===== config.mk =====
export PLATFORM = sky130hd
export DESIGN_NAME = pss_detector_ctrl
export DESIGN_NICKNAME = d
export VERILOG_FILES = /design/src/hw/pss_pkg.sv /design/src/hw/pss_detector_ctrl.sv
export VERILOG_INCLUDE_DIRS = /design/src /design/src/hw
export SDC_FILE = /design/constraint.sdc
export NUM_CORES = 1
export LEC_CHECK = 0
export BUFFER_PORTS_ARGS = -buffer_cell sky130_fd_sc_hd__buf_2
export CELL_PAD_IN_SITES_DETAIL_PLACEMENT = 1
export CELL_PAD_IN_SITES_GLOBAL_PLACEMENT = 1
export CORE_UTILIZATION = 42
export CTS_CLUSTER_DIAMETER = 120
export DETAILED_ROUTE_END_ITERATION = 12
export PLACE_DENSITY_LB_ADDON = 0.1
export SKIP_LAST_GASP = 1
export SYNTH_ARGS = -nofsm -noshare
export SYNTH_HDL_FRONTEND = slang
export SYNTH_SLANG_ARGS = --single-unit

===== constraint.sdc =====
create_clock -name clk_i -period 2.1 [get_ports clk_i]
set_input_delay 0.105 -clock clk_i [delete_from_list [all_inputs] [get_ports clk_i]]
set_output_delay 0.105 -clock clk_i [all_outputs]
set_load 0.01 [all_outputs]

===== src/hw/pss_settings.svh =====
`ifndef PSS_SETTINGS_SVH
`define PSS_SETTINGS_SVH

// local sequence length in samples
`define PSS_LEN 16

// signed width of each I and Q component
`define SAMPLE_W 8

// per component correlation sum, 16 taps of 8 bit samples
`define SUM_W 13

// re_sum^2 + im_sum^2
`define CORR_W 26

// peak detector history
`define WINDOW_LEN 8
`define WINDOW_LOG2 3

`define COUNT_W 16

// detection shift, 0 to 7
`define SHIFT_W 3

`endif


===== src/hw/pss_pkg.sv =====
`default_nettype none

`include "pss_settings.svh"

package pss_pkg;

    // complex baseband sample
    typedef struct packed {
        logic signed [`SAMPLE_W-1:0] re;
        logic signed [`SAMPLE_W-1:0] im;
    } sample_t;

    // correlation power
    typedef logic [`CORR_W-1:0] corr_t;

    typedef logic [1:0] nid_t;

    typedef enum logic [1:0] {
        MODE_SEARCH = 2'd0,
        MODE_FIND   = 2'd1,
        MODE_PAUSE  = 2'd2
    } mode_t;

    // ---------------------------------------------------------------------------
    // local sequences, one per N_id_2
    // cyclic shifts by 0, 5 and 10 of a 15 chip m-sequence plus one chip
    // set bit means a tap of +1
    // tap 0 lines up with the oldest sample in the window
    // ---------------------------------------------------------------------------
    localparam logic [`PSS_LEN-1:0] PSS_TAPS [3] = '{
        16'hFAC8,
        16'hA3D6,
        16'hD91E
    };

endpackage

`default_nettype wire


===== src/hw/pss_detector_ctrl.sv =====
`timescale 1ns/1ps
`default_nettype none

`include "pss_settings.svh"

module pss_detector_ctrl (
    input  wire                 clk_i,
    input  wire                 reset_ni,
    input  wire pss_pkg::mode_t mode_i,
    input  wire pss_pkg::nid_t  requested_nid_i,
    input  wire [2:0]           peaks_i,
    output logic                corr_enable_o,
    output pss_pkg::nid_t       nid_o,
    output logic                nid_valid_o,
    output logic [`COUNT_W-1:0] peak_count_0_o,
    output logic [`COUNT_W-1:0] peak_count_1_o,
    output logic [`COUNT_W-1:0] peak_count_2_o
);

    typedef logic [`COUNT_W-1:0] count_t;

    logic          single_peak;
    pss_pkg::nid_t peak_nid;
    logic          report;
    count_t        count_q [3];

    // only a lone peak is ever reported
    assign single_peak = $onehot(peaks_i);

    always_comb begin
        case (peaks_i)
            3'b001:  peak_nid = 2'd0;
            3'b010:  peak_nid = 2'd1;
            default: peak_nid = 2'd2;
        endcase
    end

    always_comb begin
        case (mode_i)
            pss_pkg::MODE_SEARCH: report = single_peak;
            pss_pkg::MODE_FIND:   report = single_peak && (peak_nid == requested_nid_i);
            default:              report = 1'b0;
        endcase
    end

    // ---------------------------------------------------------------------------
    // mode decode
    // ---------------------------------------------------------------------------
    always_ff @(posedge clk_i) begin
        if (!reset_ni) begin
            corr_enable_o <= 1'b0;
            nid_valid_o   <= 1'b0;
        end else begin
            corr_enable_o <= (mode_i == pss_pkg::MODE_SEARCH) || (mode_i == pss_pkg::MODE_FIND);
            nid_valid_o   <= report;
        end
    end

    always_ff @(posedge clk_i) begin
        if (report) begin
            nid_o <= peak_nid;
        end
    end

    // peak counters run in every mode and wrap
    always_ff @(posedge clk_i) begin
        if (!reset_ni) begin
            for (int k = 0; k < 3; k++) begin
                count_q[k] <= '0;
            end
        end else begin
            for (int k = 0; k < 3; k++) begin
                if (peaks_i[k]) begin
                    count_q[k] <= count_q[k] + count_t'(1);
                end
            end
        end
    end

    assign peak_count_0_o = count_q[0];
    assign peak_count_1_o = count_q[1];
    assign peak_count_2_o = count_q[2];

endmodule

`default_nettype wire


Yosys cells after proc, flatten, opt, wreduce, memory -nomap -nowiden --
Memory sizes are Yosys's and may differ from the RTL's. Cells that the tools add are included.
Storage, ports and cells: bits in registers 4, memory bits (writable) 48, input bits 9, output and inout bits 52, logic and storage cells 35, memories 1
Memories:
- count_q | words 3, bits a word 16, read ports 3, clocked after Yosys merged registers in 0, write ports 3, line pss_detector_ctrl.sv:25 | count_t count_q [3];
Cells by class: add/subtract/negate cells 5, eq/ne operators 5, mux-type cells 15, bitwise logic cells 3, reductions and logical operators 3
Operator list (number):
- $add 16x1->16 const B | 3
- $mux 16 | 3
- $mux 1 | 10
- $eq 2x1->1 const B | 2
- $pmux 2 s2 | 1
- $eq 3x1->1 const B | 1
- $eq 3x2->1 const B | 1
- $or 1x1->1 | 3
- $add 1x1->2 | 1
- $add 2x1->2 | 1
- $eq 2x2->1 | 1
- $logic_not 2->1 | 1
- $pmux 1 s2 | 1
- $logic_and 1x1->1 | 1
- $logic_or 1x1->1 | 1

Depth between registers and ports, before layout --
word-level depth 5, depth in mapped cells 7, gate-level depth less buffers 6

Worst setup path after synthesis --
Ideal clock, no wire load.
kind reg-to-reg, from memory count_q[0][32] (netlist name), to memory count_q[0][42] (netlist name), data pin, library setup time 266 ps, arrival 1493 ps, slack 341 ps, stages on the path, launching flop included 6, path buffers 0, clock period less this slack 1759 ps, cell sequence edfxtp_1 ha_1 inv_1 or4_1 xor2_1 nor2_1
RTL lines (line):
- start, declared | pss_detector_ctrl.sv:25

==> impl_metrics.yaml <==
outcome:
  run_status: "completed"
critical_path:
  crit_path_end_kind: "flop"
  arrival_ns: 1.92
  crit_path_start_kind: "flop"
  cp.required_ns: 2.16
  critPathMaxFanout: 6
  criticalPathCategory: "reg2reg"
job:
  maxCapViolCount: 0
cells_and_area:
  seqCellArea_um2: 1540
  fin_nets: 329
  diodes: 0
  syn_to_final_growth_pct: 18.1
  fillers: 712
  multi_input_area_um2: 1120
  drive_gt1_share_pct: 24.0
pwr:
  p_leak_nw: 1.19
  power.density_nw_per_um2: 703
  peakVddDrop_v: 0.000347
placed_design:
  place_congestion: 0.750
  port_buffers: 60
  hpwl_um: 4430
timing:
  rsz0062_at_grt: "no"
  fin_skew_ns: 0.00923
  period_share_pct: 88.8
  tightest_slew_ns: 0.704
  setup_viol: 0
  whs_ns: 0.127
  maxSlewViolCount: 0
  timing.fmax_mhz: 536
  min_period_ns: 1.86
  tns_ns: 0
  slew_headroom_pct: 53.0
  hold_violations: 0
routing:
  antenna_left: 0
  drt_iter0_markers: 72
  vias: 2129
  wl_per_cell_um: 15.5
  drt-pass1-iter-count: 4
  drc: 0
  vias_per_cell: 5.43
  wl_um: 6060
synthesis:
  ys_warn_count: 0
  synth_area_um2: 2730
  synthFlopType: "edfxtp_1"
  synthArstFlopShare_pct: 0
  synth_seq_cells: 52
  synth_cells: 252
  syn_nets: 265
  synth_edf_count: 50
  syn_area_per_cell_um2: 10.8
  yosysSeqAreaShare_pct: 56.5
  ys_types: 33
clock_network:
  cts.sinks: 52
  cts_tree: "done"
  clk_latency_ns: 0.31
  clk_transition_reported_paths_ns: 0.10
  cts-buffers-inserted: 5
  cts.htree.levels: 2
  cts_buffer_depth: 2
  cts_setup_buffers: 0
  cts.repair.resized: 0
  root_buffer: "clkbuf_8"
die:
  start_util_pct: 44.7
  num_rows: 28
  die_h_um: 82.6
  die_x_um: 82.6
  core_area_um2: 6100
  die-area_um2: 6820
  io_pins: 61
global_routing:
  antenna_found_initial: 0
  grtUsageTotal_pct: 19.0
  grt_max_degree: 24
  gr-total-overflow: 0
  grt_pass1_vias: 2039
  grt_pass1_wl_um: 9720
min_path:
  holdCritPathClass: "in2reg"
[cell usage in the layout, fill, tap and decap left out, types with 5 or more instances in the layout]
| master | n |
|---|---|
| nor3_1 | 9 |
| xnor2_1 | 26 |
| a21oi_1 | 7 |
| o21ai_0 | 5 |
| edfxtp_1 | 50 |
| nand2_1 | 15 |
| clkbuf_8 | 5 |
| nand4_1 | 12 |
| buf_2 | 60 |
| nand3_1 | 16 |
| nor4_1 | 11 |
| inv_1 | 10 |
| nor2_1 | 43 |
| xor2_1 | 10 |
[worst max-delay path, stage by stage, from the launching register on]
cell and delay (ns):
edfxtp_1 0.45, ha_1 0.28, inv_1 0.11, or4_1 0.56, xor2_1 0.16, nor2_1 0.06
[flip-flops by register name (all words and copies together) (netlist names)]
signal         cells
nid_valid_o        1
corr_enable_o      1
nid_o              2
count_q           48
[cell families (layout without fill, tap and decap cells)]
kind of cell	after synthesis	after routing	share of synthesized area, %
flops	52	52	56.5
xor+xnor	36	36	11.6
buf+inv	17	82	2.61
fa+ha+maj	4	4	2.11
simple gates	125	125	23.1
compound gates	18	18	4.08
[Yosys cell counts (2+ instances only)]
library cell  instances  area (um^2)
inv_1                10         37.5
nand3_1              16         80.1
o31ai_1               2         15.0
ha_1                  3         37.5
clkbuf_1              6         22.5
edfxtp_1             50         1500
nand2_1              15         56.3
or4_1                 3         22.5
o21ai_0               5         25.0
nor2_1               43          161
dfxtp_1               2         40.0
xor2_1               10         87.6
and2_1                4         25.0
or3_1                 4         25.0
a21oi_1               7         35.0
nor3_1                9         45.0
nand4_1              12         75.1
xnor2_1              26          228
nor4_1               11         68.8
[cell type report]
type | instances | share of cell area, %
Sequential cell | 52 | 47.8
Multi-Input combinational cell | 183 | 34.9
Timing Repair Buffer | 64 | 10.3
Tap cell | 75 | 2.91
Clock buffer | 5 | 2.14
Inverter | 10 | 1.17
Clock inverter | 3 | 0.738
[stage by stage]
step	area [um^2]	total power [W]	instances	utilization (%)	setup WS, ns
2_1_floorplan	2730	0.00154	252	-	0.341
3_3_place_gp	3120	0.00169	383	51.2	0.371
3_5_place_dp	3120	0.00170	383	51.2	0.266
4_1_cts	3220	0.00229	392	52.9	0.231
5_1_grt	3220	0.00238	392	52.9	0.149
6_report	3220	0.00226	392	52.9	0.236
[final timing paths]
| path | start | end | slack, ns | cells after the start |
|---|---|---|---|---|
| min | reset_ni | corr_enable_o$_SDFF_PN0_ | 0.13 | 2 |
| max | count_q[0][33]$_SDFFCE_PP0P_ | count_q[0][42]$_SDFFCE_PP0P_ | 0.24 | 5 |
| min reg2reg | count_q[0][0]$_SDFFCE_PP0P_ | count_q[0][0]$_SDFFCE_PP0P_ | 0.66 | 1 |
| max reg2reg | count_q[0][33]$_SDFFCE_PP0P_ | count_q[0][42]$_SDFFCE_PP0P_ | 0.24 | 5 |
[repair_timing]
action                     in CTS  in global routing
setup endpoints to repair       0                  0
hold endpoints to repair        1                  0
hold buffers                    1                  0
[metal layers]
metal,track usage [%],share of wire [%],up-vias
met5,0,0,-
met4,7.76,1.5,0
met3,4.07,3.2,8
met2,32.4,50,44
met1,23.3,45,1035
li1,-,-,1042
[where the power goes]
group          switching (W)  internal (W)
logic               0.000186      0.000138
registers           0.000109       0.00124
clock network       0.000353      0.000237
total               0.000648       0.00162
Note: power is estimated with default switching activity, not from simulation.
