<file path="src/hw/pss_settings.svh">
`ifndef PSS_SETTINGS_SVH
`define PSS_SETTINGS_SVH

// local sequence length in samples
`define PSS_LEN 16

// signed width of each I and Q component
`define SAMPLE_W 8

// per component correlation sum, 16 taps of 8 bit samples
`define SUM_W 13

// re_sum^2 + im_sum^2
`define CORR_W 26

// peak detector history
`define WINDOW_LEN 8
`define WINDOW_LOG2 3

`define COUNT_W 16

// detection shift, 0 to 7
`define SHIFT_W 3

`endif

</file>
<file path="src/hw/pss_pkg.sv">
`default_nettype none

`include "pss_settings.svh"

package pss_pkg;

    // complex baseband sample
    typedef struct packed {
        logic signed [`SAMPLE_W-1:0] re;
        logic signed [`SAMPLE_W-1:0] im;
    } sample_t;

    // correlation power
    typedef logic [`CORR_W-1:0] corr_t;

    typedef logic [1:0] nid_t;

    typedef enum logic [1:0] {
        MODE_SEARCH = 2'd0,
        MODE_FIND   = 2'd1,
        MODE_PAUSE  = 2'd2
    } mode_t;

    // ---------------------------------------------------------------------------
    // local sequences, one per N_id_2
    // cyclic shifts by 0, 5 and 10 of a 15 chip m-sequence plus one chip
    // set bit means a tap of +1
    // tap 0 lines up with the oldest sample in the window
    // ---------------------------------------------------------------------------
    localparam logic [`PSS_LEN-1:0] PSS_TAPS [3] = '{
        16'hFAC8,
        16'hA3D6,
        16'hD91E
    };

endpackage

`default_nettype wire

</file>
<file path="src/hw/sample_history.sv">
`timescale 1ns/1ps
`default_nettype none

module sample_history #(
    parameter type item_t = logic,
    parameter int  DEPTH  = 2
) (
    input  wire   clk_i,
    input  wire   reset_ni,
    input  wire   push_i,
    input  wire   item_t item_i,
    output item_t window_o [DEPTH]
);

    item_t items_q [DEPTH];

    // oldest item at index 0, newest at DEPTH-1
    always_ff @(posedge clk_i) begin
        if (!reset_ni) begin
            for (int i = 0; i < DEPTH; i++) begin
                items_q[i] <= '0;
            end
        end else if (push_i) begin
            for (int i = 0; i < DEPTH - 1; i++) begin
                items_q[i] <= items_q[i + 1];
            end
            items_q[DEPTH - 1] <= item_i;
        end
    end

    assign window_o = items_q;

endmodule

`default_nettype wire

</file>
<file path="src/hw/pss_correlator.sv">
`timescale 1ns/1ps
`default_nettype none

`include "pss_settings.svh"

module pss_correlator #(
    parameter logic [`PSS_LEN-1:0] TAPS = pss_pkg::PSS_TAPS[0]
) (
    input  wire                   clk_i,
    input  wire                   reset_ni,
    input  wire pss_pkg::sample_t sample_i,
    input  wire                   sample_valid_i,
    output pss_pkg::corr_t        corr_o,
    output logic                  corr_valid_o
);

    typedef logic signed [`SUM_W-1:0]  sum_t;
    typedef logic signed [`CORR_W-1:0] wide_t;

    pss_pkg::sample_t history [`PSS_LEN-1];
    pss_pkg::sample_t window [`PSS_LEN];
    sum_t             re_sum_d;
    sum_t             im_sum_d;
    sum_t             re_sum_q;
    sum_t             im_sum_q;
    logic             sum_valid_q;
    wide_t            re_sq;
    wide_t            im_sq;

    // previous 15 samples, the incoming one completes the window
    sample_history #(
        .item_t (pss_pkg::sample_t),
        .DEPTH  (`PSS_LEN - 1)
    ) history_i (
        .clk_i    (clk_i),
        .reset_ni (reset_ni),
        .push_i   (sample_valid_i),
        .item_i   (sample_i),
        .window_o (history)
    );

    always_comb begin
        for (int k = 0; k < `PSS_LEN - 1; k++) begin
            window[k] = history[k];
        end
        window[`PSS_LEN - 1] = sample_i;
    end

    // +-1 taps, so add or subtract only
    always_comb begin
        re_sum_d = '0;
        im_sum_d = '0;
        for (int k = 0; k < `PSS_LEN; k++) begin
            if (TAPS[k]) begin
                re_sum_d = re_sum_d + sum_t'(window[k].re);
                im_sum_d = im_sum_d + sum_t'(window[k].im);
            end else begin
                re_sum_d = re_sum_d - sum_t'(window[k].re);
                im_sum_d = im_sum_d - sum_t'(window[k].im);
            end
        end
    end

    // ---------------------------------------------------------------------------
    // stage 1 sums, stage 2 power
    // ---------------------------------------------------------------------------
    always_ff @(posedge clk_i) begin
        if (!reset_ni) begin
            sum_valid_q  <= 1'b0;
            corr_valid_o <= 1'b0;
        end else begin
            sum_valid_q  <= sample_valid_i;
            corr_valid_o <= sum_valid_q;
        end
    end

    assign re_sq = wide_t'(re_sum_q) * wide_t'(re_sum_q);
    assign im_sq = wide_t'(im_sum_q) * wide_t'(im_sum_q);

    always_ff @(posedge clk_i) begin
        if (sample_valid_i) begin
            re_sum_q <= re_sum_d;
            im_sum_q <= im_sum_d;
        end
        if (sum_valid_q) begin
            corr_o <= pss_pkg::corr_t'(re_sq + im_sq);
        end
    end

endmodule

`default_nettype wire

</file>
<file path="config.mk">
export PLATFORM = sky130hd
export DESIGN_NAME = pss_correlator
export DESIGN_NICKNAME = d
export VERILOG_FILES = /design/src/hw/pss_pkg.sv /design/src/hw/sample_history.sv /design/src/hw/pss_correlator.sv
export VERILOG_INCLUDE_DIRS = /design/src /design/src/hw
export SDC_FILE = /design/constraint.sdc
export NUM_CORES = 2
export LEC_CHECK = 0
export BUFFER_PORTS_ARGS = -buffer_cell sky130_fd_sc_hd__buf_2
export CAP_MARGIN = 10
export CORE_AREA = 2 2 247 249
export DETAILED_ROUTE_END_ITERATION = 12
export DIE_AREA = 0 0 249 251
export PLACE_DENSITY = 0.64
export SETUP_SLACK_MARGIN = 0.4
export SYNTH_ARGS = -nofsm -noshare
export SYNTH_HDL_FRONTEND = slang
export SYNTH_SLANG_ARGS = --single-unit
export TNS_END_PERCENT = 50
</file>
<file path="constraint.sdc">
create_clock -name clk_i -period 13.5 [get_ports clk_i]
set_input_delay 3.375 -clock clk_i [delete_from_list [all_inputs] [get_ports clk_i]]
set_output_delay 3.375 -clock clk_i [all_outputs]
set_load 0.005 [all_outputs]
</file>
# == After elaboration in Yosys (flattened, before gate mapping) ==
# Cells that the tools add are included.
# Widths: inputs -> output; s select.
# totals
input_bits,19
register_bits,294
out_inout_bits,27
word_cells,70
# op_classes
addsub,33
mul,2
# op_table
cell,count
$add 13x8->13,16
$sub 13x8->13,6
$mul 13x13->26,2
$add 26x26->26,1
$sub 12x8->13,2
$add 11x8->12,2
$sub 10x8->11,2
$sub 9x8->10,2
$sub 1x8->9 const A,2

# == Longest topological paths before layout ==
# depth
depth_word,16
depth_mapped,25
depth_no_buf,25

# == Cells and area by module ==
# A second synthesis with hierarchy kept.
# hier_totals
hier_cells,2753
area_unflattened_um2,29876.2
# by_module_without_submodules
mod,seq_area_each_um2,cells_each,n_inst,area_each_um2
pss_correlator,1601.5,1980,1,20689.8
sample_history,4804.6,773,1,9186.3

# == Worst setup path before layout ==
# OpenSTA, ideal clock, no wires.
# synth_path
path_type,input to register
startpoint,in sample_i[3] in the netlist's numbering
endpoint,reg im_sum_q[11] (data pin)
setup_ps,135
t_arrival_ps,7966
required_time_ps,13365
setup_slack_ps,5399
path_buffers,0
cell_stages,16
cell_sequence,inv_1 -> fa_1 -> fa_1 -> fa_1 -> fa_1 -> fa_1 -> fa_1 -> inv_1 -> ha_1 -> a21o_1 -> a21oi_1 -> o21ai_0 -> a21oi_1 -> o21a_1 -> or4b_2 -> nand3_1
# synth_between
elab_chain_cells,1
# synth_lines
item,line_no,rtl
"start, declared",pss_correlator.sv:11,"input wire pss_pkg::sample_t sample_i,"
$add 13x8->13,pss_correlator.sv:56,im_sum_d = im_sum_d + sum_t'(window[k].im);
net im_sum_d[11],pss_correlator.sv:23,sum_t im_sum_d;
"end signal, assigned",pss_correlator.sv:83,im_sum_q <= im_sum_d;
"end, declared",pss_correlator.sv:25,sum_t im_sum_q;
# The timed path passes the listed nets, and every way through them passes these cells.
# A chain may end at the register's enable or synchronous reset.

# == Worst setup path after layout ==
# layout_path
startpoint,in sample_i[11] in the netlist's numbering
endpoint,reg re_sum_q[11] (data pin)
# layout_between
elab_chain_cells,1
# layout_lines
item,line_no,rtl
$add 13x8->13,pss_correlator.sv:55,re_sum_d = re_sum_d + sum_t'(window[k].re);
net re_sum_d[11],pss_correlator.sv:22,sum_t re_sum_d;
"end signal, assigned",pss_correlator.sv:82,re_sum_q <= re_sum_d;
"end, declared",pss_correlator.sv:24,sum_t re_sum_q;
# The timed path passes the listed nets, and every way through them passes these cells.

==> flow_summary.ini <==
[worst_setup_path]
critPathArrivalTime_ns = 8.34
worstSetupStartpointType = primary input
cp_common_cell = fa_1
path_cells = buf_2 -> inv_1 -> fa_1 -> fa_1 -> fa_1 -> fa_1 -> fa_1 -> fa_1 -> inv_1 -> ha_1 -> a21o_1 -> a21oi_1 -> o21ai_0 -> a21oi_1 -> o21ai_0 -> a2111oi_0 -> nand3b_1
cp_num_buf_inv = 3
crit_required_ns = 13.92
crit_fanout = 3
path_class = primary input to flop
slowest_delay_ns = 0.57
critical_path.top_delay_family = adder cells
cp-end-kind = flop
crit_slowest_cell = fa_1

[routing]
via_count = 17000
wl_met3_mm = 1.51
wl_per_cell_microns = 15.0
routed-wl-met2_mm = 26.8
drt_pre_antenna_iters = 5
first_iter_violations = 657
highest-signal-layer = met4
ant_nets = 0
wl_met1_mm = 23.9
drt-total-wl_mm = 53.5
drc = 0
vias_per_cell = 4.77

[grt]
first_global_vias = 19300
grt_pass1_wl_mm = 94.3
grt_overflow = 0
antenna_found_initial = 2
grt_max_degree = 127
grt_usage = 0.185

[synthesis]
synthSimpleGateAreaFrac = 0.0956
synth_xor_area_frac = 0.0187
ys_seq_area_frac = 0.217
synth_area_leaders = fa_1 (40%), dfxtp_1 (16%), inv_1 (9.1%)
synth-adder-area-share = 0.461
syn_area_per_cell_sq_um = 10.7
async_flop_share = 0
yosys.area.top_type = fa_1
synth_compound_area_frac = 0.0239
ys_ff_latch = 294
synth_top_family_by_area = adder cells
synthFlopType = dfxtp_1
synth.top_cell.area_share = 0.396
yosysUniqueCellTypes = 54
synthesis.nets = 3506
ys_warn_count = 0
syn_inst = 2749
synth_mux_area_frac = 0.0820
yosysMostFrequentCell = inv_1
syn-cell-area_sq_mm = 0.0295
synth_enable_flop_cells = 52
ys_top_cells_by_count = inv_1 (713), fa_1 (585), nor2b_1 (247)

[timing]
setup_viol = 0
post-route-period-util = 0.587
slew_violations = 0
period_minus_slack_ns = 7.92
slew_headroom = 0.301
setup_tns_ns = 0
rsz0062_at_grt = false
skew_ns = 0.0145
tightest_slew_ns = 1.05
hold_violations = 0
max_freq_mhz = 126

[clock_tree]
cts_max_level = 2
cts_tree = yes
cts_buffers = 37
clkLatencyLatePin_ns = 0.56
cts_sinks = 294
cts_root_buf = clkbuf_16
cts.clk_slew.worst_paths_ns = 0.06
clockBufferDepth = 3
cts.repair.resized = 0
post_cts_buffers = 0
hold_buffers = 0

[floorplan]
core_area_sq_mm = 0.0598
row_count = 90
start_util = 0.494
die_area_sq_mm = 0.0625
dieHeight_microns = 251
die_x_microns = 249
ios = 46

[placed_design]
portBuffers = 45
dp_hpwl_mm = 44.1
gp_congestion = 0.828

[min_path]
hp-class = flop to flop

[status]
outcome = finished clean

[flow_run]
max-cap-violations = 0

[cells_and_area]
num-nets-final = 3510
antenna_cells = 0
n_fill_cell = 5284
syn2layout_area_growth_pct = 7.51
drive_above_1_share = 0.0464
-- cells in the final DEF, fill, tap and decap left out, types with 5 or more instances in the layout --
| cell | count |
|---|---|
| and2_1 | 75 |
| dfxtp_1 | 242 |
| nor3_1 | 8 |
| clkinv_2 | 7 |
| clkbuf_16 | 38 |
| inv_1 | 713 |
| nand2b_1 | 5 |
| xor2_1 | 14 |
| bufinv_16 | 5 |
| o21a_1 | 9 |
| a211oi_1 | 7 |
| o21ai_0 | 17 |
| nor2b_1 | 247 |
| edfxtp_1 | 52 |
| clkbuf_1 | 5 |
| fa_1 | 585 |
| mux2i_1 | 241 |
| buf_4 | 7 |
| a21oi_1 | 24 |
| buf_2 | 43 |
| nor2_1 | 57 |
| nand2_1 | 92 |
| ha_1 | 153 |
| nand3_1 | 7 |
| xnor2_1 | 49 |
| a21o_1 | 12 |
-- metrics by stage --
step	instances	utilization	hold WS [ns]	area (sq um)	setup WS [ns]
after detailed placement	3496	0.510	0.479	30500	5.00
after global placement	3496	0.510	0.452	30500	5.08
after global routing	3563	0.531	0.510	31800	5.20
after CTS	3563	0.531	0.496	31800	5.59
final	3563	0.531	0.491	31800	5.58
after floorplan	2749	-	0.487	29500	5.40
-- path summary, 6_finish.rpt --
kind,slack [ns],start,to,cells after the start
max reg2reg,6.01,im_sum_q[1],corr_o[25],19
max,5.58,sample_i[11],re_sum_q[11],17
min reg2reg,0.49,sum_valid_q,corr_valid_o,1
min,0.49,sum_valid_q,corr_valid_o,1
-- sequential cells by signal, indices dropped and copies added, names as in the netlist --
signal	flops
history_i.window_o	240
corr_o	26
im_sum_q	13
re_sum_q	13
corr_valid_o	1
sum_valid_q	1
-- area by class of cell --
| type | instances | area (sq um) | share of cell area |
|---|---|---|---|
| clock buffer | 46 | 1010 | 0.0318 |
| clock inverter | 21 | 279 | 0.00878 |
| inverter | 713 | 2680 | 0.0843 |
| multi-input combinational | 1656 | 20100 | 0.634 |
| sequential | 294 | 6410 | 0.202 |
| tap | 782 | 978 | 0.0308 |
| timing repair buffer | 51 | 283 | 0.00890 |
-- worst reg2reg max path, cell delays in order, from the launching register on --
cell and delay, ns:
edfxtp_1 0.81, nand2_1 0.23, fa_1 0.97, inv_1 0.29, fa_1 0.57, fa_1 0.47
fa_1 0.57, fa_1 0.43, fa_1 0.49, inv_1 0.05, fa_1 0.47, inv_1 0.04
ha_1 0.29, inv_1 0.09, or2_1 0.27, nand3b_1 0.18, a21oi_1 0.50, a2111oi_0 0.21
o21bai_1 0.21, xnor2_1 0.09
-- cells by family (layout without fill, tap and decap cells) --
logic type,Yosys count,after routing
adder cells (fa/ha/maj),738,738
XOR/XNOR,63,63
AO/OA/AOI/OAI,101,101
AND/OR/NAND/NOR,512,512
flip-flops,294,294
multiplexers,242,242
buffers and inverters,799,831
-- routing by layer --
layer	track usage	up-vias
met5	0	-
met4	0.0469	0
met3	0.0236	88
met2	0.330	213
met1	0.239	8535
li1	-	8171
Power is left out: the tool's default activity adds up to more than one toggle a clock period on the data nets, which glitch-free logic cannot reach.
