### config.mk
export PLATFORM = sky130hd
export DESIGN_NAME = peak_detector
export DESIGN_NICKNAME = d
export VERILOG_FILES = /design/src/hw/pss_pkg.sv /design/src/hw/sample_history.sv /design/src/hw/peak_detector.sv
export VERILOG_INCLUDE_DIRS = /design/src /design/src/hw
export SDC_FILE = /design/constraint.sdc
export NUM_CORES = 1
export LEC_CHECK = 0
export ABC_AREA = 0
export BUFFER_PORTS_ARGS = -buffer_cell sky130_fd_sc_hd__buf_2
export CAP_MARGIN = 10
export CORE_MARGIN = 10
export CORE_UTILIZATION = 50
export CTS_BUF_LIST = sky130_fd_sc_hd__clkbuf_4 sky130_fd_sc_hd__clkbuf_8
export CTS_CLUSTER_SIZE = 30
export DETAILED_ROUTE_END_ITERATION = 16
export PLACE_DENSITY_LB_ADDON = 0.12
export SYNTH_ARGS = -nofsm -noshare
export SYNTH_HDL_FRONTEND = slang
export SYNTH_HIERARCHICAL = 1
export SYNTH_SLANG_ARGS = --single-unit
### constraint.sdc
create_clock -name clk_i -period 6.5 [get_ports clk_i]
set_input_delay 0.325 -clock clk_i [delete_from_list [all_inputs] [get_ports clk_i]]
set_output_delay 0.325 -clock clk_i [all_outputs]
set_load 0.01 [all_outputs]
### src/hw/pss_settings.svh
`ifndef PSS_SETTINGS_SVH
`define PSS_SETTINGS_SVH

// local sequence length in samples
`define PSS_LEN 16

// signed width of each I and Q component
`define SAMPLE_W 8

// per component correlation sum, 16 taps of 8 bit samples
`define SUM_W 13

// re_sum^2 + im_sum^2
`define CORR_W 26

// peak detector history
`define WINDOW_LEN 8
`define WINDOW_LOG2 3

`define COUNT_W 16

// detection shift, 0 to 7
`define SHIFT_W 3

`endif

### src/hw/pss_pkg.sv
`default_nettype none

`include "pss_settings.svh"

package pss_pkg;

    // complex baseband sample
    typedef struct packed {
        logic signed [`SAMPLE_W-1:0] re;
        logic signed [`SAMPLE_W-1:0] im;
    } sample_t;

    // correlation power
    typedef logic [`CORR_W-1:0] corr_t;

    typedef logic [1:0] nid_t;

    typedef enum logic [1:0] {
        MODE_SEARCH = 2'd0,
        MODE_FIND   = 2'd1,
        MODE_PAUSE  = 2'd2
    } mode_t;

    // ---------------------------------------------------------------------------
    // local sequences, one per N_id_2
    // cyclic shifts by 0, 5 and 10 of a 15 chip m-sequence plus one chip
    // set bit means a tap of +1
    // tap 0 lines up with the oldest sample in the window
    // ---------------------------------------------------------------------------
    localparam logic [`PSS_LEN-1:0] PSS_TAPS [3] = '{
        16'hFAC8,
        16'hA3D6,
        16'hD91E
    };

endpackage

`default_nettype wire

### src/hw/sample_history.sv
`timescale 1ns/1ps
`default_nettype none

module sample_history #(
    parameter type item_t = logic,
    parameter int  DEPTH  = 2
) (
    input  wire   clk_i,
    input  wire   reset_ni,
    input  wire   push_i,
    input  wire   item_t item_i,
    output item_t window_o [DEPTH]
);

    item_t items_q [DEPTH];

    // oldest item at index 0, newest at DEPTH-1
    always_ff @(posedge clk_i) begin
        if (!reset_ni) begin
            for (int i = 0; i < DEPTH; i++) begin
                items_q[i] <= '0;
            end
        end else if (push_i) begin
            for (int i = 0; i < DEPTH - 1; i++) begin
                items_q[i] <= items_q[i + 1];
            end
            items_q[DEPTH - 1] <= item_i;
        end
    end

    assign window_o = items_q;

endmodule

`default_nettype wire

### src/hw/peak_detector.sv
`timescale 1ns/1ps
`default_nettype none

`include "pss_settings.svh"

module peak_detector (
    input  wire                 clk_i,
    input  wire                 reset_ni,
    input  wire pss_pkg::corr_t corr_i,
    input  wire                 corr_valid_i,
    input  wire pss_pkg::corr_t noise_limit_i,
    input  wire [`SHIFT_W-1:0]  detection_shift_i,
    output logic                peak_o
);

    localparam int ACC_W    = `CORR_W + `WINDOW_LOG2;
    // room for the largest shift, so the threshold never wraps
    localparam int THRESH_W = `CORR_W + (1 << `SHIFT_W) - 1;

    typedef logic [ACC_W-1:0]    acc_t;
    typedef logic [THRESH_W-1:0] thresh_t;

    pss_pkg::corr_t history [`WINDOW_LEN];
    acc_t           history_sum;
    pss_pkg::corr_t history_avg;
    thresh_t        threshold;
    logic           above_noise;
    logic           above_avg;

    // previous correlation values, new one goes in after the compare
    sample_history #(
        .item_t (pss_pkg::corr_t),
        .DEPTH  (`WINDOW_LEN)
    ) history_i (
        .clk_i    (clk_i),
        .reset_ni (reset_ni),
        .push_i   (corr_valid_i),
        .item_i   (corr_i),
        .window_o (history)
    );

    always_comb begin
        history_sum = '0;
        for (int i = 0; i < `WINDOW_LEN; i++) begin
            history_sum = history_sum + acc_t'(history[i]);
        end
    end

    // mean of the window, scaled up by the detection shift
    assign history_avg = history_sum[ACC_W-1:`WINDOW_LOG2];
    assign threshold   = thresh_t'(history_avg) << detection_shift_i;

    assign above_noise = corr_i > noise_limit_i;
    assign above_avg   = thresh_t'(corr_i) > threshold;

    always_ff @(posedge clk_i) begin
        if (!reset_ni) begin
            peak_o <= 1'b0;
        end else begin
            peak_o <= corr_valid_i && above_noise && above_avg;
        end
    end

endmodule

`default_nettype wire

; ---- After elaboration in Yosys (flattened, before gate mapping)
; Index checks and enable logic that the tools add are counted.
[classes]
n_addsub = 7
mul = 0
div = 0
n_lt_le_gt_ge = 2
n_eq_ne = 0
shift = 1
n_mux = 0
n_bitwise = 0
n_reduce_logical = 2
[op_table]
columns = cell, count
row1 = adder 29 x 26 -> 29 bit, 4
row2 = > comparator 26 x 33 -> 1 bit, 1
row3 = << shifter 26 x 3 -> 33 bit, 1
row4 = adder 28 x 26 -> 29 bit, 1
row5 = adder 27 x 26 -> 28 bit, 1
row6 = adder 26 x 26 -> 27 bit, 1
row7 = > comparator 26 bit, 1
row8 = logical AND 1 bit, 2
[word_totals]
ff_bits = 209
latch_bits = 0
ramBits = 0
romBits = 0
input_bits = 58
out_inout_bits = 1
memories = 0

; ---- Depth between registers and ports, before layout
; Gate-level depths: netlist (run 1).
[depth]
ltp_word = 10
depth_mapped = 32
depth_no_buf = 32

; ---- Cells and area by module
; The synthesis (run 1) kept the hierarchy.
[by_module_without_submodules]
columns = mod, instances, cells_each, area_each_um2, seq_area_each_um2
row1 = sample_history, 1, 670, 7863.8, 4164.0
row2 = peak_detector, 1, 935, 7811.2, 20.0

; ---- Worst setup path after synthesis (run 1)
; No wires, ideal clock.
[synth_timing]
kind = register to register
startpoint = register history_i.items_q, in the netlist history_i/window_o[3]
endpoint = register peak_o
setup_ps = 103
arrival_time_ps = 6044
required_time_ps = 6397
slack_ps = 352
stages_incl_launch_ff = 30
n_path_buf = 0
period_less_slack_ps = 6148
cell_sequence = dfxtp_1 > inv_1 > fa_1 > inv_1 > fa_1 > fa_1 > inv_1 > fa_1 > inv_1 > fa_1 > a21o_2 > a21oi_2 > a2111oi_4 > nor2_2 > o21bai_1 > a21boi_0 > xnor2_1 > mux2i_1 > mux2_2 > mux2_2 > ha_1 > a21oi_1 > nor2b_1 > o21ai_0 > nand2b_1 > a21oi_1 > nor2b_1 > o21ai_0 > a211o_1 > a2111oi_2
[synth_via]
elab_chain_len = 4
[synth_lines]
columns = element, line_no
row1 = from (decl), sample_history.sv:15  ; item_t items_q [DEPTH];
row2 = "from (signal, indexed assignment)", sample_history.sv:25  ; items_q[i] <= items_q[i + 1];
row3 = "from (signal, indexed assignment)", sample_history.sv:27  ; items_q[DEPTH - 1] <= item_i;
row4 = adder 29 x 26 -> 29 bit, peak_detector.sv:45  ; history_sum = history_sum + acc_t'(history[i]);
row5 = << shifter 26 x 3 -> 33 bit, peak_detector.sv:51  ; assign threshold = thresh_t'(history_avg) << detection_shift_i;
row6 = > comparator 26 x 33 -> 1 bit, peak_detector.sv:54  ; assign above_avg = thresh_t'(corr_i) > threshold;
row7 = logical AND 1 bit, peak_detector.sv:60  ; peak_o <= corr_valid_i && above_noise && above_avg;
row8 = to (signal assigned), peak_detector.sv:60
row9 = to (decl), peak_detector.sv:13  ; output logic peak_o
; Every way passes these cells.
; A chain may end at the register's enable or synchronous reset.

; ---- Worst setup path after layout (run 1)
; Same ends and word-level chain as after synthesis.

==> results.ini, run 1 <==
[place]
place_ws_ns=-0.136
dp_hpwl_um=22400
place_area_um2=16300
port_buffers=58
gp_congestion=0.853
dp.cells=2019

[worst_hold_path]
hold_class=primary input to flip-flop

[synth]
ys_warn_count=6
ys_ff_latch=209
synth_fa_ha_area_share_pct=26.1
synth_nets=1897
synth_ff_type=dfxtp_1
synth-simple-area-share_pct=12.6
synth_edf_count=0
synth_top_family_by_area=adder cells
syn_avg_cell_area_um2=9.77
synth_cell_types=64
synth-xor-area-share_pct=1.23
postSynthCellCount=1605
async_flop_share_pct=0
syn_area_um2=15700
muxShareOfSynthArea_pct=16.2
synth_compound_area_share_pct=6.81
synth_seq_area_share_pct=26.7

[power_and_ir_drop]
power.density_nw_per_um2=189
p_leak_uw=0.00815
p_sw_share_pct=27.3
clkPwrFrac_pct=42.4
pwr-share-comb_pct=17.3
peakVddDrop_mv=0.178
internal-power_uw=2380
seq_power_share_pct=40.3
netSwitchingPower_uw=893

[die]
fp-row-count=64
die_area_um2=38800
die_height_um=197
core_um2=30700
dieWidth_um=197
ios=59
start_util_pct=51.0

[final_layout]
ff_latch_area_um2=4190
layout_commonest_cell=inv_1
final_cell_mix=inv_1 (330), mux2i_1 (241), nor2b_1 (218)
fin_util_pct=56.2
insertedDiodeCount=0
finalNonFillerCells=2094
area_growth_pct=10.3
nNetsFinal=1962
fin_area_um2=17300
nFillCells=2856
drive_above_1_share_pct=11.5
multi_input_comb_area_um2=9970

[grt]
grt.overflow.total=0
grt_use_total_pct=16.1
grt_pass1_vias=10600
use_met2_pct=27.3
gr-usage-met3_pct=3.10
grt_max_degree=129
antenna_found_initial=2
gr-max-usage-layer=met2
grt_pass1_wl_um=51900
grt_use_met1_pct=20.5

[worst_setup_path]
end_kind=flip-flop
worstSetupPathType=flip-flop to flip-flop
crit_slowest_cell=fa_1
path_max_fanout=3
start_kind=flip-flop
cp_common_cell=fa_1
worstPathArrival_ns=6.96
required_ns=6.90
cp_slowest_stage_delay_ns=0.56

[timing]
max_freq_mhz=153
finalHoldViolCount=0
slew_violations=0
post-route-period-util_pct=101
setup_tns_ns=-0.0571
finalWorstSetupSlack_ns=-0.0571
slew_headroom_pct=30.1
tightestPinTransition_ns=1.05
period_needed_ns=6.56
skew_ns=0.0165
setup_viol=1
rsz0062_at_grt=yes

[detailed_routing]
via_count=10300
drt_wl_total_um=30300
first_pass_iters=4
vias_per_cell=4.91
post_drt_wl_per_cell_um=14.5
drcViolationCount=0
drt-initial-drc-count=364
ant_nets=0

[cts]
ctsLongestPathBuffers=3
cts_tree=yes
insertion_delay_ns=0.55
clkSlewWorstSetupHoldPaths_ns=0.06
htreeDepth=2
numClockSinks=209
root_buffer=clkbuf_8
cts_buffers=39

[run]
cap_viol_max_count=0

[run_status]
violations=negative setup slack
status=complete, but fails checks

final cells by class:
cell class / instances / area share (%)
Multi-Input combinational cell: 1003 / 57.7
Sequential cell: 209 / 24.3
Tap cell: 396 / 2.87
Inverter: 331 / 7.19
Clock buffer: 62 / 4.61
Timing Repair Buffer: 86 / 3.04
Clock inverter: 7 / 0.347
per-stage QoR:
stage                     total power [uW]  hold WS [ns]
after CTS                             3320        0.0606
after global routing                  3470        0.0845
after detailed placement              1900         0.503
final                                 3270        0.0909
after global placement                1890         0.497
after floorplan                       1770         0.483
synth_stat cells, drive strengths merged (3+ instances only):
cell type,n,area [um^2]
a21boi,3,22.5
nor2b,219,1370
nand2,26,97.6
nor3,5,25.0
xor2,11,96.3
a311oi,3,32.5
and3,9,56.3
a21oi,53,273
o211ai,4,30.0
clkbuf,33,124
xnor2,11,96.3
and2,8,50.1
nand3,11,55.1
mux2,6,71.3
a21o,31,234
inv,331,1240
ha,80,1000
fa,154,3080
buf,29,262
nor2,29,111
o21ai,26,134
nand2b,7,43.8
dfxtp,209,4180
o21bai,3,22.5
mux2i,242,2420
a211oi,5,37.5
a2111oi,4,66.3
o21a,3,22.5
nand4,14,87.6
a31oi,6,37.5
cells by family after synthesis:
kind of cell,after synthesis
compound gates,158
xor+xnor,22
fa+ha+maj,234
buf+inv,393
flops,209
mux,250
simple gates,339
registers in the layout, indices dropped and copies added, names as in the netlist:
register            flops
peak_o                  1
history_i/window_o    208
power groups by stage:
stage / combinational [uW] / sequential (uW) / clock (uW)
global placement: 550 / 1350 / 0
global route: 646 / 1320 / 1500
detailed placement: 554 / 1350 / 0
floorplan: 426 / 1340 / 0
CTS: 567 / 1320 / 1440
finish: 566 / 1320 / 1380
path summary, 6_finish.rpt:
path         slack [ns]               startpoint                      end  cells past startpoint
max               -0.06    history_i/window_o[3]                   peak_o                     28
min reg2reg        0.51  history_i/window_o[200]  history_i/window_o[200]                      2
max reg2reg       -0.06    history_i/window_o[3]                   peak_o                     28
min                0.09                corr_i[0]    history_i/window_o[0]                      3
worst max-delay path: cells and delay by family (launching register included):
family,cells,cell delay (ns)
AND/OR/NAND/NOR,2,0.21
multiplexers,2,0.39
adder cells (fa/ha/maj),6,2.88
AO/OA/AOI/OAI,13,2.09
buffers and inverters,4,0.23
flip-flops,1,0.34
XOR/XNOR,1,0.23
metal layers:
layer | up-vias | share of wire [%] | wire length [um]
li1 | 5232 | - | -
met1 | 4898 | 45 | 13600
met2 | 105 | 49 | 14800
met3 | 42 | 4.1 | 1250
met4 | 4 | 2.0 | 595
met5 | - | 0.096 | 29
repair_timing:
item,4_1_cts,5_1_grt
hold buffers,0,0
setup endpoints to repair,1,1
setup buffers,2,4
pin swaps,6,8
gates cloned,0,0
endpoints found under the hold margin,0,0
resized for setup,14,13
Power figures use the tool's default switching activity.
==> inputs of run 2 (changes only) <==
- CTS_BUF_LIST: sky130_fd_sc_hd__clkbuf_4 sky130_fd_sc_hd__clkbuf_8 -> unset
==> results.ini, run 2 (synthesis gave the netlist of run 1 again) <==
[timing]
slew_headroom_pct=30.3  ; was 30.1%
slew_violations=0  ; unchanged
holdWs_ns=0.109  ; was 0.0909 ns
max_freq_mhz=151  ; was 153 MHz
post-route-period-util_pct=102  ; was 101%
skew_ns=0.00942  ; was 0.0165 ns
period_needed_ns=6.60  ; was 6.56 ns
rsz0062_at_grt=yes  ; unchanged
finalHoldViolCount=0  ; unchanged
tightestPinTransition_ns=1.05  ; about the same
setup_viol=1  ; unchanged
finalWorstSetupSlack_ns=-0.103  ; was -0.0571 ns

[detailed_routing]
vias_per_cell=4.94  ; was 4.91
post_drt_wl_per_cell_um=14.6  ; was 14.5 um
drcViolationCount=0  ; unchanged
ant_nets=0  ; unchanged
first_pass_iters=4  ; unchanged
drt-initial-drc-count=391  ; was 364
drt_wl_total_um=30200  ; was 30300 um
via_count=10200  ; was 10300

[grt]
grt.overflow.total=0  ; unchanged
grt_use_total_pct=15.8  ; was 16.1%
grt_max_degree=129  ; unchanged
grt_use_met1_pct=20.6  ; was 20.5%
grt_pass1_vias=10500  ; was 10600
use_met2_pct=27.3  ; about the same
gr-usage-met3_pct=2.18  ; was 3.10%
antenna_found_initial=2  ; unchanged
grt_pass1_wl_um=51600  ; was 51900 um
gr-max-usage-layer=met2  ; unchanged

[power_and_ir_drop]
power.density_nw_per_um2=191  ; was 189 nW/um^2
pwr-share-comb_pct=17.4  ; was 17.3%
p_sw_share_pct=26.5  ; was 27.3%
internal-power_uw=2430  ; was 2380 uW
clkPwrFrac_pct=42.7  ; was 42.4%
netSwitchingPower_uw=876  ; was 893 uW
p_leak_uw=0.00813  ; was 0.00815 uW
peakVddDrop_mv=0.176  ; was 0.178 mV
seq_power_share_pct=39.9  ; was 40.3%

[die]
start_util_pct=51.0  ; unchanged
ios=59  ; unchanged
die_area_um2=38800  ; unchanged
fp-row-count=64  ; unchanged
dieWidth_um=197  ; unchanged
core_um2=30700  ; unchanged
die_height_um=197  ; unchanged

[cts]
htreeDepth=1  ; was 2
clkSlewWorstSetupHoldPaths_ns=0.06  ; about the same
numClockSinks=209  ; unchanged
ctsLongestPathBuffers=3  ; unchanged
cts_buffers=26  ; was 39
root_buffer=clkbuf_16  ; was clkbuf_8
insertion_delay_ns=0.53  ; was 0.55 ns
cts_tree=yes  ; unchanged

[final_layout]
drive_above_1_share_pct=10.8  ; was 11.5%
fin_util_pct=56.4  ; was 56.2%
nFillCells=2844  ; was 2856
nNetsFinal=1952  ; was 1962
final_cell_mix=inv_1 (330), mux2i_1 (241), nor2b_1 (218)  ; unchanged
largest_register_ffs=208  ; unchanged
area_growth_pct=10.6  ; was 10.3%
insertedDiodeCount=0  ; unchanged
layout_commonest_cell=inv_1  ; unchanged
fin_area_um2=17300  ; about the same
finalNonFillerCells=2070  ; was 2094

[run_status]
violations=negative setup slack  ; unchanged
status=complete, but fails checks  ; unchanged

[worst_setup_path]
end_kind=flip-flop  ; unchanged
required_ns=6.92  ; was 6.90 ns
start_kind=flip-flop  ; unchanged
path_max_fanout=3  ; unchanged
worstPathArrival_ns=7.02  ; was 6.96 ns
rrSetupSlack_ns=-0.10  ; was -0.06 ns
worstSetupPathType=flip-flop to flip-flop  ; unchanged

[worst_hold_path]
hold_class=primary input to flip-flop  ; unchanged

[place]
port_buffers=58  ; unchanged
gp_congestion=0.853  ; unchanged
dp_hpwl_um=22400  ; unchanged
place_ws_ns=-0.136  ; unchanged
dp.cells=2019  ; unchanged
place_area_um2=16300  ; unchanged

[run]
cap_viol_max_count=0  ; unchanged

==> run 2: cell types whose count changed in the layout (fill, tap and decap cells not counted), sizes merged <==
cell    before  now
buf         86   89
clkbuf      62   37
clkinv       6    4
==> run 2: worst paths after layout <==
path | from | endpoint | cells past startpoint
setup reg to reg | history_i/window_o[6] | peak_o | 26
hold reg to reg | history_i/window_o[205] | history_i/window_o[205] | 2
hold / removal | corr_i[0] | history_i/window_o[0] | 3
setup / recovery | history_i/window_o[6] | peak_o | 26
==> run 2: layout make-up <==
type | count | area, um^2 | share of cell area, %
multi-input cells | 1003 | 10000 | 57.8
flip-flops and latches | 209 | 4190 | 24.2
inverters | 331 | 1240 | 7.17
clock buffers | 37 | 783 | 4.52
repair buffers | 89 | 548 | 3.16
well taps | 396 | 495 | 2.86
clock inverters | 5 | 50.0 | 0.289
==> run 2: what timing repair did <==
item | 4_1_cts | 5_1_grt
pin swaps | 5 | 16
setup buffers | 2 | 7
gates resized for setup | 14 | 28
cloned | 0 | 0
setup endpoints to repair | 1 | 1
hold buffers | 0 | 0
==> run 2: worst max-delay path, stage by stage, from the launching register on <==
cell	delay (ns)
dfxtp_2	0.33
inv_1	0.05
fa_1	0.54
inv_1	0.05
fa_1	0.49
fa_1	0.56
inv_1	0.06
fa_1	0.53
inv_1	0.05
ha_1	0.31
and4_4	0.23
a21oi_4	0.07
a2111oi_4	0.48
nor2_2	0.10
o21bai_2	0.19
xor2_1	0.23
nor2b_2	0.21
a311oi_1	0.09
a21o_1	0.24
mux2_4	0.28
ha_4	0.27
and3_1	0.15
nand4_1	0.12
o211ai_1	0.23
a211oi_2	0.09
a211o_1	0.32
a2111oi_2	0.22
==> run 2: per-stage QoR <==
step                      setup TNS, ns  power (uW)
after floorplan                       0        1770
after global placement                0        1890
after detailed placement         -0.136        1900
after CTS                       -0.0806        3340
after global routing             -0.410        3480
final                            -0.103        3300
==> run 2: metal layers <==
layer / vias to the layer above / wire length (um)
met5: - / 29
met4: 4 / 690
met3: 40 / 957
met2: 92 / 14900
met1: 4887 / 13600
li1: 5203 / -
==> run 2: power groups by stage <==
stage | registers (uW) | logic, uW | clock network (uW)
floorplan | 1340 | 426 | 0
global placement | 1350 | 550 | 0
detailed placement | 1350 | 554 | 0
CTS | 1320 | 568 | 1450
global route | 1320 | 654 | 1510
finish | 1320 | 574 | 1410
